$ cat src/rtl/nw_pkg.sv
package nw_pkg;

    // Two bits per base, A=0 C=1 G=2 T=3
    localparam int base_w = 2;

    // Which neighbor a returning score word belongs to
    typedef enum logic [1:0] {
        slot_diag = 2'd0,   // Cell (i-1, j-1)
        slot_up   = 2'd1,   // Cell (i-1, j)
        slot_left = 2'd2    // Cell (i, j-1)
    } tag_t;

    // Matrix fill controller states
    typedef enum logic [2:0] {
        s_idle,     // Waiting for start
        s_border,   // Row zero and column zero
        s_read,     // Three neighbor reads
        s_wait,     // Waiting on the cell result
        s_write,    // Store cell, step to next
        s_done      // Final score out, one cycle
    } fill_state_t;

endpackage

$ cat src/rtl/cell_score.sv
`timescale 1ns/1ns

module cell_score
    import nw_pkg::*;
#(
    parameter int score_w        = 9,
    parameter int match_score    = 2,
    parameter int mismatch_score = -1,
    parameter int gap_score      = -2
) (
    input  logic                      clk,
    input  logic                      rst,
    input  logic                      nb_valid,
    input  logic signed [score_w-1:0] diag,
    input  logic signed [score_w-1:0] up,
    input  logic signed [score_w-1:0] left,
    input  logic [base_w-1:0]         base_a,   // Row base
    input  logic [base_w-1:0]         base_b,   // Column base
    output logic signed [score_w-1:0] cell_out,
    output logic                      cell_valid
);
    localparam logic signed [score_w-1:0] match_v    = score_w'(match_score);
    localparam logic signed [score_w-1:0] mismatch_v = score_w'(mismatch_score);
    localparam logic signed [score_w-1:0] gap_v      = score_w'(gap_score);

    logic signed [score_w-1:0] sub;      // Substitution score
    logic signed [score_w-1:0] sum_diag;
    logic signed [score_w-1:0] sum_up;
    logic signed [score_w-1:0] sum_left;
    logic signed [score_w-1:0] best;

    assign sub      = (base_a == base_b) ? match_v : mismatch_v;
    assign sum_diag = diag + sub;     // Align a[i] with b[j]
    assign sum_up   = up + gap_v;     // Gap in b
    assign sum_left = left + gap_v;   // Gap in a

    // Max of three, diagonal wins ties
    always_comb begin
        best = sum_diag;
        if (sum_up > best)   best = sum_up;
        if (sum_left > best) best = sum_left;
    end

    always_ff @(posedge clk) begin
        if (nb_valid) cell_out <= best;   // Held until next cell
    end

    always_ff @(posedge clk or posedge rst) begin
        if (rst) cell_valid <= 1'b0;
        else     cell_valid <= nb_valid;
    end

endmodule

$ cat src/rtl/fill_ctrl.sv
`timescale 1ns/1ns

module fill_ctrl
    import nw_pkg::*;
#(
    parameter int seq_len   = 4,
    parameter int score_w   = 9,
    parameter int gap_score = -2
) (
    input  logic                                   clk,
    input  logic                                   rst,
    input  logic                                   start,
    input  logic [seq_len*base_w-1:0]              seq_a,
    input  logic [seq_len*base_w-1:0]              seq_b,
    output logic                                   busy,
    output logic                                   done,
    output logic signed [score_w-1:0]              score,
    output logic                                   rd_en,
    output logic [$clog2((seq_len+1)*(seq_len+1))-1:0] rd_addr,
    output tag_t                                   rd_tag,
    output logic                                   en_read,
    output logic                                   wr_en,
    output logic [$clog2((seq_len+1)*(seq_len+1))-1:0] wr_addr,
    output logic signed [score_w-1:0]              wr_data,
    output logic [base_w-1:0]                      base_a,
    output logic [base_w-1:0]                      base_b,
    input  logic                                   cell_valid,
    input  logic signed [score_w-1:0]              cell_out
);
    localparam int addr_w = $clog2((seq_len + 1) * (seq_len + 1));
    localparam int idx_w  = $clog2(seq_len + 1);
    localparam int bidx_w = $clog2(2 * seq_len + 1);
    localparam int cols   = seq_len + 1;   // Row stride

    fill_state_t state;
    tag_t rd_slot;                             // Next neighbor to read
    logic [seq_len*base_w-1:0] seq_a_q, seq_b_q;
    logic [bidx_w-1:0] bidx;                   // Border write index
    logic [idx_w-1:0] ri, ci;                  // Interior cell index from zero
    logic signed [score_w-1:0] res_q;          // Cell result to store
    logic [addr_w-1:0] cur_addr;
    logic [addr_w-1:0] border_addr;
    logic signed [score_w-1:0] border_data;
    logic last_cell;

    // Border value is index times gap
    function automatic logic signed [score_w-1:0] gap_mul(input int idx);
        int v;
        v = idx * gap_score;
        return v[score_w-1:0];
    endfunction

    assign cur_addr  = addr_w'((ri + 1) * cols + ci + 1);
    assign last_cell = (ri == idx_w'(seq_len - 1)) && (ci == idx_w'(seq_len - 1));

    // First seq_len+1 writes cover row zero and the rest column zero
    always_comb begin
        if (bidx <= bidx_w'(seq_len)) begin
            border_addr = addr_w'(bidx);
            border_data = gap_mul(int'(bidx));
        end else begin
            border_addr = addr_w'((bidx - seq_len) * cols);
            border_data = gap_mul(int'(bidx) - seq_len);
        end
    end

    always_comb begin
        case (rd_slot)
            slot_diag: rd_addr = cur_addr - addr_w'(cols + 1);
            slot_up:   rd_addr = cur_addr - addr_w'(cols);
            default:   rd_addr = cur_addr - addr_w'(1);
        endcase
    end

    assign rd_en   = (state == s_read);
    assign rd_tag  = rd_slot;
    assign en_read = (state == s_read) || (state == s_wait);
    assign wr_en   = (state == s_border) || (state == s_write);
    assign wr_addr = (state == s_write) ? cur_addr : border_addr;
    assign wr_data = (state == s_write) ? res_q : border_data;
    assign base_a  = seq_a_q[ri*base_w +: base_w];   // Row follows seq_a
    assign base_b  = seq_b_q[ci*base_w +: base_w];   // Column follows seq_b
    assign busy    = (state != s_idle);
    assign done    = (state == s_done);

    always_ff @(posedge clk or posedge rst) begin
        if (rst) begin
            state   <= s_idle;
            rd_slot <= slot_diag;
            bidx    <= '0;
            ri      <= '0;
            ci      <= '0;
            score   <= '0;
        end else begin
            case (state)
                s_idle: if (start) begin   // Start while busy never gets here
                    bidx  <= '0;
                    state <= s_border;
                end
                s_border: begin
                    if (bidx == bidx_w'(2 * seq_len)) begin
                        ri      <= '0;
                        ci      <= '0;
                        rd_slot <= slot_diag;
                        state   <= s_read;
                    end else begin
                        bidx <= bidx + 1'b1;
                    end
                end
                s_read: begin
                    case (rd_slot)
                        slot_diag: rd_slot <= slot_up;
                        slot_up:   rd_slot <= slot_left;
                        default: begin
                            rd_slot <= slot_diag;
                            state   <= s_wait;
                        end
                    endcase
                end
                s_wait: if (cell_valid) state <= s_write;
                s_write: begin
                    if (last_cell) begin
                        score <= res_q;    // Bottom-right cell
                        state <= s_done;
                    end else begin
                        if (ci == idx_w'(seq_len - 1)) begin
                            ci <= '0;
                            ri <= ri + 1'b1;
                        end else begin
                            ci <= ci + 1'b1;
                        end
                        state <= s_read;
                    end
                end
                default: state <= s_idle;   // s_done lasts one cycle
            endcase
        end
    end

    // Sequences captured on start, cell result on cell_valid
    always_ff @(posedge clk) begin
        if (state == s_idle && start) begin
            seq_a_q <= seq_a;
            seq_b_q <= seq_b;
        end
        if (state == s_wait && cell_valid) res_q <= cell_out;
    end

    // Border writes land only in row zero or column zero
    a_border_addr: assert property (@(posedge clk) disable iff (rst)
        (wr_en && state == s_border) |-> ((wr_addr < cols) || (wr_addr % cols == 0)));

    // Cell pipeline only answers a fetch this controller started
    a_cell_in_wait: assert property (@(posedge clk) disable iff (rst)
        cell_valid |-> (state == s_wait));

endmodule

$ cat src/rtl/neighbor_fetch.sv
`timescale 1ns/1ns

module neighbor_fetch
    import nw_pkg::*;
#(
    parameter int score_w = 9
) (
    input  logic                      clk,
    input  logic                      rst,
    input  logic                      en_read,     // High while controller fetches
    input  tag_t                      count,       // Slot of the arriving word
    input  logic signed [score_w-1:0] ram_data,
    input  logic                      valid,
    output logic signed [score_w-1:0] diag,
    output logic signed [score_w-1:0] up,
    output logic signed [score_w-1:0] left,
    output logic                      nb_valid
);
    logic signed [score_w-1:0] buffer [3];    // One word per neighbor slot
    logic ready;                              // Left word landed last cycle

    // Capture each tagged word
    always_ff @(posedge clk) begin
        if (en_read && valid) buffer[count] <= ram_data;
    end

    // Ready pulses once, after the last slot is in the buffer
    always_ff @(posedge clk or posedge rst) begin
        if (rst) begin
            ready <= 1'b0;
        end else begin
            ready <= en_read && valid && (count == slot_left);
        end
    end

    // Buffer is stable by now, so read it a cycle after ready
    always_ff @(posedge clk or posedge rst) begin
        if (rst) begin
            diag     <= '0;
            up       <= '0;
            left     <= '0;
            nb_valid <= 1'b0;
        end else if (ready) begin
            diag     <= buffer[slot_diag];
            up       <= buffer[slot_up];
            left     <= buffer[slot_left];
            nb_valid <= 1'b1;
        end else begin
            diag     <= '0;   // Zero outside the valid cycle
            up       <= '0;
            left     <= '0;
            nb_valid <= 1'b0;
        end
    end

    // Only three slots exist
    a_count_in_range: assert property (@(posedge clk) disable iff (rst)
        valid |-> (count inside {slot_diag, slot_up, slot_left}));

    // One neighbor set per cell, never back to back
    a_nb_single: assert property (@(posedge clk) disable iff (rst)
        nb_valid |=> !nb_valid);

endmodule

$ cat src/rtl/nw_align.sv
`timescale 1ns/1ns

module nw_align
    import nw_pkg::*;
#(
    parameter int seq_len        = 4,
    parameter int score_w        = 9,
    parameter int match_score    = 2,
    parameter int mismatch_score = -1,
    parameter int gap_score      = -2
) (
    input  logic                      clk,
    input  logic                      rst,
    input  logic                      start,
    input  logic [seq_len*base_w-1:0] seq_a,
    input  logic [seq_len*base_w-1:0] seq_b,
    output logic                      busy,
    output logic                      done,
    output logic signed [score_w-1:0] score
);
    localparam int addr_w = $clog2((seq_len + 1) * (seq_len + 1));

    logic rd_en, rd_valid, wr_en, en_read;
    logic [addr_w-1:0] rd_addr, wr_addr;
    tag_t rd_tag, rd_tag_q;
    logic signed [score_w-1:0] rd_data, wr_data;
    logic signed [score_w-1:0] diag, up, left;
    logic nb_valid, cell_valid;
    logic signed [score_w-1:0] cell_out;
    logic [base_w-1:0] base_a, base_b;

    fill_ctrl #(.seq_len(seq_len), .score_w(score_w), .gap_score(gap_score)) ctrl_i (
        .clk, .rst, .start, .seq_a, .seq_b, .busy, .done, .score,
        .rd_en, .rd_addr, .rd_tag, .en_read, .wr_en, .wr_addr, .wr_data,
        .base_a, .base_b, .cell_valid, .cell_out
    );

    score_ram #(.seq_len(seq_len), .score_w(score_w)) ram_i (
        .clk, .rst, .rd_en, .rd_addr, .rd_tag, .rd_data, .rd_tag_q, .rd_valid,
        .wr_en, .wr_addr, .wr_data
    );

    // Tag from memory selects the buffer slot
    neighbor_fetch #(.score_w(score_w)) fetch_i (
        .clk, .rst, .en_read, .count(rd_tag_q), .ram_data(rd_data), .valid(rd_valid),
        .diag, .up, .left, .nb_valid
    );

    cell_score #(
        .score_w(score_w), .match_score(match_score),
        .mismatch_score(mismatch_score), .gap_score(gap_score)
    ) cell_i (
        .clk, .rst, .nb_valid, .diag, .up, .left, .base_a, .base_b,
        .cell_out, .cell_valid
    );

endmodule

$ cat src/rtl/score_ram.sv
`timescale 1ns/1ns

module score_ram
    import nw_pkg::*;
#(
    parameter int seq_len = 4,
    parameter int score_w = 9
) (
    input  logic                                   clk,
    input  logic                                   rst,
    input  logic                                   rd_en,
    input  logic [$clog2((seq_len+1)*(seq_len+1))-1:0] rd_addr,
    input  tag_t                                   rd_tag,
    output logic signed [score_w-1:0]              rd_data,
    output tag_t                                   rd_tag_q,
    output logic                                   rd_valid,
    input  logic                                   wr_en,
    input  logic [$clog2((seq_len+1)*(seq_len+1))-1:0] wr_addr,
    input  logic signed [score_w-1:0]              wr_data
);
    localparam int depth = (seq_len + 1) * (seq_len + 1);   // Full matrix, row-major

    logic signed [score_w-1:0] mem [depth];

    // Write port
    always_ff @(posedge clk) begin
        if (wr_en) mem[wr_addr] <= wr_data;
    end

    // Read data and tag travel together, one cycle late
    always_ff @(posedge clk) begin
        if (rd_en) begin
            rd_data  <= mem[rd_addr];
            rd_tag_q <= rd_tag;     // Lets the fetch block sort the word
        end
    end

    always_ff @(posedge clk or posedge rst) begin
        if (rst) rd_valid <= 1'b0;
        else     rd_valid <= rd_en;
    end

    // No read-during-write on one cell, old/new data would be ambiguous
    a_no_rw_collision: assert property (@(posedge clk) disable iff (rst)
        !(rd_en && wr_en && (rd_addr == wr_addr)));

endmodule

$ cat config.mk
export PLATFORM = sky130hd
export DESIGN_NAME = nw_align
export DESIGN_NICKNAME = d
export VERILOG_FILES = /design/src/rtl/nw_pkg.sv /design/src/rtl/cell_score.sv /design/src/rtl/fill_ctrl.sv /design/src/rtl/neighbor_fetch.sv /design/src/rtl/nw_align.sv /design/src/rtl/score_ram.sv
export SDC_FILE = /design/constraint.sdc
export NUM_CORES = 1
export LEC_CHECK = 0
export BUFFER_PORTS_ARGS = -buffer_cell sky130_fd_sc_hd__buf_2
export CAP_MARGIN = 10
export CELL_PAD_IN_SITES_DETAIL_PLACEMENT = 1
export CELL_PAD_IN_SITES_GLOBAL_PLACEMENT = 1
export CORE_MARGIN = 3
export CORE_UTILIZATION = 38
export DETAILED_ROUTE_END_ITERATION = 10
export MAX_ROUTING_LAYER = met4
export PLACE_DENSITY = 0.7
export SETUP_SLACK_MARGIN = 0.5
export SYNTH_ARGS = -nofsm -noshare
export SYNTH_HDL_FRONTEND = slang
export SYNTH_SLANG_ARGS = --single-unit
$ cat constraint.sdc
create_clock -name clk -period 6.7 [get_ports clk]
set_input_delay 0 -clock clk [delete_from_list [all_inputs] [get_ports clk]]
set_output_delay 0 -clock clk [all_outputs]
set_load 0.05 [all_outputs]
==> flow_summary.toml, run 1 <==
[outcome]
status = "finished clean"

[placement]
routabilityCongestion = 0.8553
count_of_port_buffers_added_during_placement = 29
dpl_worst_slack_ns = 0.06627
post-dp-hpwl_um = 23200

[power_and_ir_drop]
pwr-share-comb = 0.020
p_switching_mw = 0.9439
power_leakage_nw = 6.660
internal_power_mw = 3.673
clock_power_share = 0.463
peakVddDrop_mv = 0.2584
pwr_density_cell_mw_per_mm2 = 254.2
share_of_total_power_consumed_by_net_switching = 0.2044
sequential_power_share = 0.517

[worst_setup_path]
slowest_delay_ns = 0.56
timing.critical_path.slowest_stage_cell = "mux4_2"
crit_path_dat_ns = 6.48
critical_path.n_buffers_inverters = 4
critical_path.max_fanout = 8
worstSetupStartpointType = "flop"
worst_setup_path_end_kind = "flop"
critical_path_class = "flop to flop"
cp_top_family = "compound AO/OA/AOI/OAI gates"
critical_path_required_ns = 6.97

[timing]
clock_skew_ns = 0.02225
timing.final.hold_violations = 0
timing.final.crit_share = 0.9266
setup_tns_ns = 0
final_period_minus_worst_setup_slack_ns = 6.208
fin_ws_ns = 0.4917
rsz0062_at_grt = "true"
setup_violations = 0
worst_slew_pin_slew_ns = 1.252
clock.fmax_mhz = 161.1
slew_hr = 0.1651
final_slew_violations = 0

[logic_synthesis]
largest_family_of_logic_cells_by_synthesized_area = "multiplexers"
yosysWarningCount = 0
synthAdderAreaFrac = 0.04606
synthMuxAreaShare = 0.1142
syn_inst = 958
synthArstFlopShare = 0.1563
yosys_register_bits = 352
synth-main-ff-cell = "edfxtp_1"
synth.distinct_cells = 70
synth_area_mm2 = 0.01537
seq_total_area_yosys = 0.6697
synthesis.nets = 1030
synth_xor_xnor_area_share = 0.02588
avg_cell_area_syn_um2 = 16.05
synth_enable_flop_cells = 297
post_synth_and_or_nand_nor_area_fraction = 0.06885
synth_compound_area_frac = 0.05640

[clocking]
path_clk_slew_ns = 0.06
clock_tree.htree_level_count = 2
clkSinkCount = 352
clk_latency_ns = 0.54
cts.root.buffer_cell = "clkbuf_16"
cts_inserted_buffers = 38
cts-root-to-sink-buffers = 3
cts_tree = "built"

[finish]
area.growth.synth_to_final_pct = 18.15
largest_reg_flops = 225
layout.cells.most_common = "edfxtp_1"
reg_top3 = "ram_i.mem x225, fetch_i.buffer x27"
antennaDiodeCount = 0
layout-drive-gt1-share = 0.2537
num-nets-final = 1126
layout.cells.most_common_list = "297 x edfxtp_1, 58 x mux4_2, 54 x dfrtp_1"
largest_register = "ram_i.mem"

[detailed_routing]
drc_violation_total_after_the_first_tritonroute_iteration = 579
vias = 8532
drt_pass1_iterations = 4
via_per_inst = 5.303
detail-route-antenna-nets = 0
wire_per_inst_um = 22.29
drt_wl_total_um = 35870
drc = 0

[floorplanning]
core_region_area_mm2 = 0.03982
chipHeight_um = 207.1
floorplan.initialDensity = 0.3860
io_pins = 30
dieArea_mm2 = 0.04291
chipWidth_um = 207.1
row_count = 73

[global_routing]
grt_max_degree = 56
total_global_routing_track_utilization = 0.1699
via_count_of_the_first_global_routing_pass = 9174
grt_overflow = 0
number_of_antenna_violations_at_the_first_check_in_global_routing = 1
grt_pass1_wl_um = 54930

[worst_hold_path]
worstHoldPathType = "input port to flop"

[job]
max_cap_violations = 0
## timing repair
action / in CTS / in global routing
endpoints found under the setup margin: 9 / 9
pin swaps: 26 / 29
buffers inserted: 14 / 6
resized for setup: 25 / 19
hold endpoints to repair: 72 / 0
hold buffers: 18 / 0
## worst reg2reg max path: cells and delay by family, from the launching register on
kind / cells / cell delay (ns)
AO/OA/AOI/OAI: 13 / 2.18
AND/OR/NAND/NOR: 7 / 1.24
adder cells (fa/ha/maj): 3 / 0.74
multiplexers: 1 / 0.56
buffers and inverters: 4 / 0.53
flip-flops: 1 / 0.43
XOR/XNOR: 1 / 0.26
## Yosys cell counts, drive strengths merged, types with 7 or more instances
cell type | number | area share
dfrtp | 55 | 0.090
xnor2 | 17 | 0.010
nand3 | 18 | 0.0068
edfxtp | 297 | 0.58
nor2 | 51 | 0.013
buf | 11 | 0.0037
and3 | 7 | 0.0029
ha | 50 | 0.041
and2 | 34 | 0.014
a31oi | 11 | 0.0045
o211ai | 20 | 0.010
nand2 | 52 | 0.013
inv | 39 | 0.0095
mux4 | 58 | 0.085
nand2b | 7 | 0.0028
mux2 | 20 | 0.015
a21oi | 33 | 0.011
nor3 | 13 | 0.0049
mux2i | 22 | 0.015
o21ai | 37 | 0.012
clkbuf | 18 | 0.0050
xor2 | 19 | 0.011
## area by class of cell
cell class                 count  area, µm²
fill                        3887      21660
sequential                   352      10300
multi-input combinational    537       5105
clock buffer                  43      979.7
timing repair buffer          86      668.1
tap                          525      656.9
clock inverter                27      311.5
inverter                      39      146.4
## power groups by stage
stage	Sequential [mW]	Clock, mW	Combinational, mW
after floorplan	2.43	0	0.0407
after global placement	2.43	0	0.0754
after detailed placement	2.43	0	0.0811
after CTS	2.39	2.19	0.0900
after global routing	2.38	2.29	0.103
final	2.39	2.14	0.0927
## logic make-up (layout without fill, tap and decap cells)
group | count (synthesis) | in the layout
AOI/OAI and AO/OA | 135 | 135
and+or+nand+nor | 208 | 208
DFF | 352 | 352
xor gates and xnor gates | 39 | 39
adders and majority gates | 55 | 55
buffers and inverters | 69 | 195
muxes | 100 | 100
## per-layer routing
| metal | GRT usage | part of all wire | vias up |
|---|---|---|---|
| met3 | 0.02287 | 0.035 | 62 |
| met2 | 0.2818 | 0.50 | 162 |
| li1 | - | - | 3873 |
| met4 | 0.04869 | 0.025 | 0 |
| met1 | 0.2212 | 0.44 | 4435 |
| met5 | - | 0 | - |
## stage by stage
step | utilization | hold slack (ns) | power [mW] | instance area [µm²] | cells
detailed placement | 0.4084 | 0.1788 | 2.513 | 16260 | 1498
global placement | 0.4084 | 0.1769 | 2.507 | 16260 | 1498
CTS | 0.4513 | 0.1465 | 4.668 | 17970 | 1600
finish | 0.4561 | 0.1722 | 4.617 | 18160 | 1609
floorplan | - | 0.09887 | 2.471 | 15400 | 958
global route | 0.4561 | 0.1517 | 4.775 | 18160 | 1609
## worst paths after layout
kind / from / depth (start not counted) / slack [ns] / end
worst min-delay path: seq_b[0] / 2 / 0.17 / ctrl_i.seq_b_q[0]
worst max-delay path: ctrl_i.ri[0] / 29 / 0.49 / cell_i.cell_out[5]
worst max register to register: ctrl_i.ri[0] / 29 / 0.49 / cell_i.cell_out[5]
worst min register to register: cell_i.cell_out[2] / 0 / 0.42 / ctrl_i.res_q[2]
max in group asynchronous: rst / 4 / 5.94 / ctrl_i.ri[0]
min in group asynchronous: rst / 4 / 0.21 / ctrl_i.score[5]
Power figures use the tool's default switching activity.
==> inputs of run 2 (changes only) <==
--- a/config.mk
+++ b/config.mk
@@ -10,10 +10,10 @@
 export CELL_PAD_IN_SITES_DETAIL_PLACEMENT = 1
 export CELL_PAD_IN_SITES_GLOBAL_PLACEMENT = 1
 export CORE_MARGIN = 3
-export CORE_UTILIZATION = 38
+export CORE_UTILIZATION = 44
 export DETAILED_ROUTE_END_ITERATION = 10
 export MAX_ROUTING_LAYER = met4
-export PLACE_DENSITY = 0.7
+export PLACE_DENSITY = 0.78
 export SETUP_SLACK_MARGIN = 0.5
 export SYNTH_ARGS = -nofsm -noshare
 export SYNTH_HDL_FRONTEND = slang
==> run 2 against run 1 <==
  * Worst setup slack got worse by 0.28 ns
  * Highest routed layer unchanged
  * Cell count shrank 4.0%
  * Largest power group unchanged
  * Total power is 3.0% lower
==> flow_summary.toml, run 2 (synthesis results as in run 1) <==
[finish]
layout-drive-gt1-share = 0.2534
largest_reg_flops = 225
multi_input_gate_area_in_the_final_layout_mm2 = 0.005100
layout.cells.most_common = "edfxtp_1"
num-nets-final = 1139
utilization = 0.5309
area.sequential_mm2 = 0.01030
largest_register = "ram_i.mem"
area.growth.synth_to_final_pct = 17.25
reg_top3 = "ram_i.mem x225, fetch_i.buffer x27"
antennaDiodeCount = 0
layout.cells.most_common_list = "297 x edfxtp_1, 58 x mux4_2, 53 x dfrtp_1"
layout.filler_cells = 3193

[floorplanning]
row_count = 67
core_region_area_mm2 = 0.03395
io_pins = 30
dieArea_mm2 = 0.03722
chipWidth_um = 192.9
floorplan.initialDensity = 0.4528
chipHeight_um = 192.9

[worst_setup_path]
critical_path.max_fanout = 8
critical_path_class = "flop to flop"
critical_path.n_buffers_inverters = 4
slowest_delay_ns = 0.56
worst_setup_path_end_kind = "flop"
worstSetupStartpointType = "flop"
crit_path_dat_ns = 6.74
critical_path_required_ns = 6.95
cp_top_family = "compound AO/OA/AOI/OAI gates"
timing.critical_path.slowest_stage_cell = "mux4_2"
cpMostUsedCell = "ha_4"

[detailed_routing]
drt_pass1_iterations = 5
drt_wl_total_um = 39060
drc_violation_total_after_the_first_tritonroute_iteration = 875
via_per_inst = 5.750
vias = 8884
detail-route-antenna-nets = 0
wire_per_inst_um = 25.28
drc = 0

[placement]
count_of_port_buffers_added_during_placement = 29
routabilityCongestion = 0.8928
dpl_worst_slack_ns = -0.09869
post-dp-hpwl_um = 24040

[power_and_ir_drop]
pwr-share-comb = 0.022
sequential_power_share = 0.533
clock_power_share = 0.445
share_of_total_power_consumed_by_net_switching = 0.2015
pwr_density_cell_mw_per_mm2 = 248.4
p_switching_mw = 0.9023
internal_power_mw = 3.575
peakVddDrop_mv = 0.2208
power_leakage_nw = 6.629

[worst_hold_path]
worstHoldPathType = "input port to flop"

[clocking]
cts.root.buffer_cell = "clkbuf_16"
clkSinkCount = 352
clock_tree.htree_level_count = 2
cts-root-to-sink-buffers = 3
clk_latency_ns = 0.53
cts_tree = "built"
cts_inserted_buffers = 38
path_clk_slew_ns = 0.06

[timing]
clock_skew_ns = 0.02318
clock.fmax_mhz = 154.1
slew_hr = 0.1737
timing.final.hold_violations = 0
worst_slew_pin_slew_ns = 1.239
setup_violations = 0
final_period_minus_worst_setup_slack_ns = 6.489
final_slew_violations = 0
timing.final.crit_share = 0.9685
rsz0062_at_grt = "true"
fin_ws_ns = 0.2107

[global_routing]
grt_pass1_wl_um = 58560
use_met1 = 0.2623
grt_max_degree = 56
global_route.peak_usage_layer = "met2"
via_count_of_the_first_global_routing_pass = 9739
grt_overflow = 0
grt.met3_usage = 0.03778
global_route.usage.met2 = 0.3791
total_global_routing_track_utilization = 0.2187
number_of_antenna_violations_at_the_first_check_in_global_routing = 0

[outcome]
status = "finished clean"

[job]
max_cap_violations = 0
==> run 2: changes by cell type in the layout (fill, tap and decap cells not counted), moves of 3 or more <==
cell,delta
buf_4,+17
clkbuf_1,+14
clkinv_2,-5
bufinv_16,-3
clkinv_1,-3
nand3_2,+3
==> run 2: worst paths after layout <==
path / startpoint / end / slack, ns / cells past startpoint
min in group asynchronous: rst / ctrl_i.score[0] / 0.24 / 4
min reg2reg: cell_i.cell_out[7] / ctrl_i.res_q[7] / 0.42 / 0
max reg2reg: ctrl_i.ci[0] / cell_i.cell_out[2] / 0.21 / 30
max in group asynchronous: rst / ctrl_i.ri[0] / 5.93 / 4
min: seq_a[5] / ctrl_i.seq_a_q[5] / 0.19 / 2
max: ctrl_i.ci[0] / cell_i.cell_out[2] / 0.21 / 30
==> run 2: power by group through the flow <==
| stage | Sequential (mW) | Combinational [mW] | Clock [mW] |
|---|---|---|---|
| finish | 2.39 | 0.0971 | 1.99 |
| global route | 2.38 | 0.108 | 2.13 |
| CTS | 2.39 | 0.0925 | 2.03 |
| detailed placement | 2.43 | 0.0838 | 0 |
| global placement | 2.43 | 0.0774 | 0 |
| floorplan | 2.43 | 0.0407 | 0 |
==> run 2: layout make-up <==
cell class              instances  area share
flip-flops and latches        352      0.5713
multi-input cells             537      0.2829
clock buffers                  57     0.05789
repair buffers                 99     0.04075
well taps                     448     0.03110
inverters                      39    0.008122
clock inverters                13    0.007913
==> run 2: stage by stage <==
stage	total power [mW]	cells	cell area (µm²)	hold slack, ns	TNS, ns
3_5_place_dp	2.515	1421	16150	0.1790	-0.3920
3_3_place_gp	2.508	1421	16150	0.1774	0
5_1_grt	4.623	1545	18020	0.1733	0
4_1_cts	4.511	1535	17810	0.1685	0
6_report	4.477	1545	18020	0.1922	0
2_1_floorplan	2.471	958	15400	0.09887	0
==> run 2: timing repair <==
action | 4_1_cts | 5_1_grt
endpoints found under the setup margin | 9 | 9
setup buffers | 26 | 8
endpoints found under the hold margin | 74 | 0
resized for setup | 18 | 25
hold buffers | 18 | 0
cloned | 0 | 0
pin swaps | 24 | 20
==> run 2: metal layers <==
metal | part of all wire | wire, µm
met2 | 0.53 | 20570
met5 | 0 | 0
met3 | 0.057 | 2226
met1 | 0.39 | 15060
met4 | 0.031 | 1201
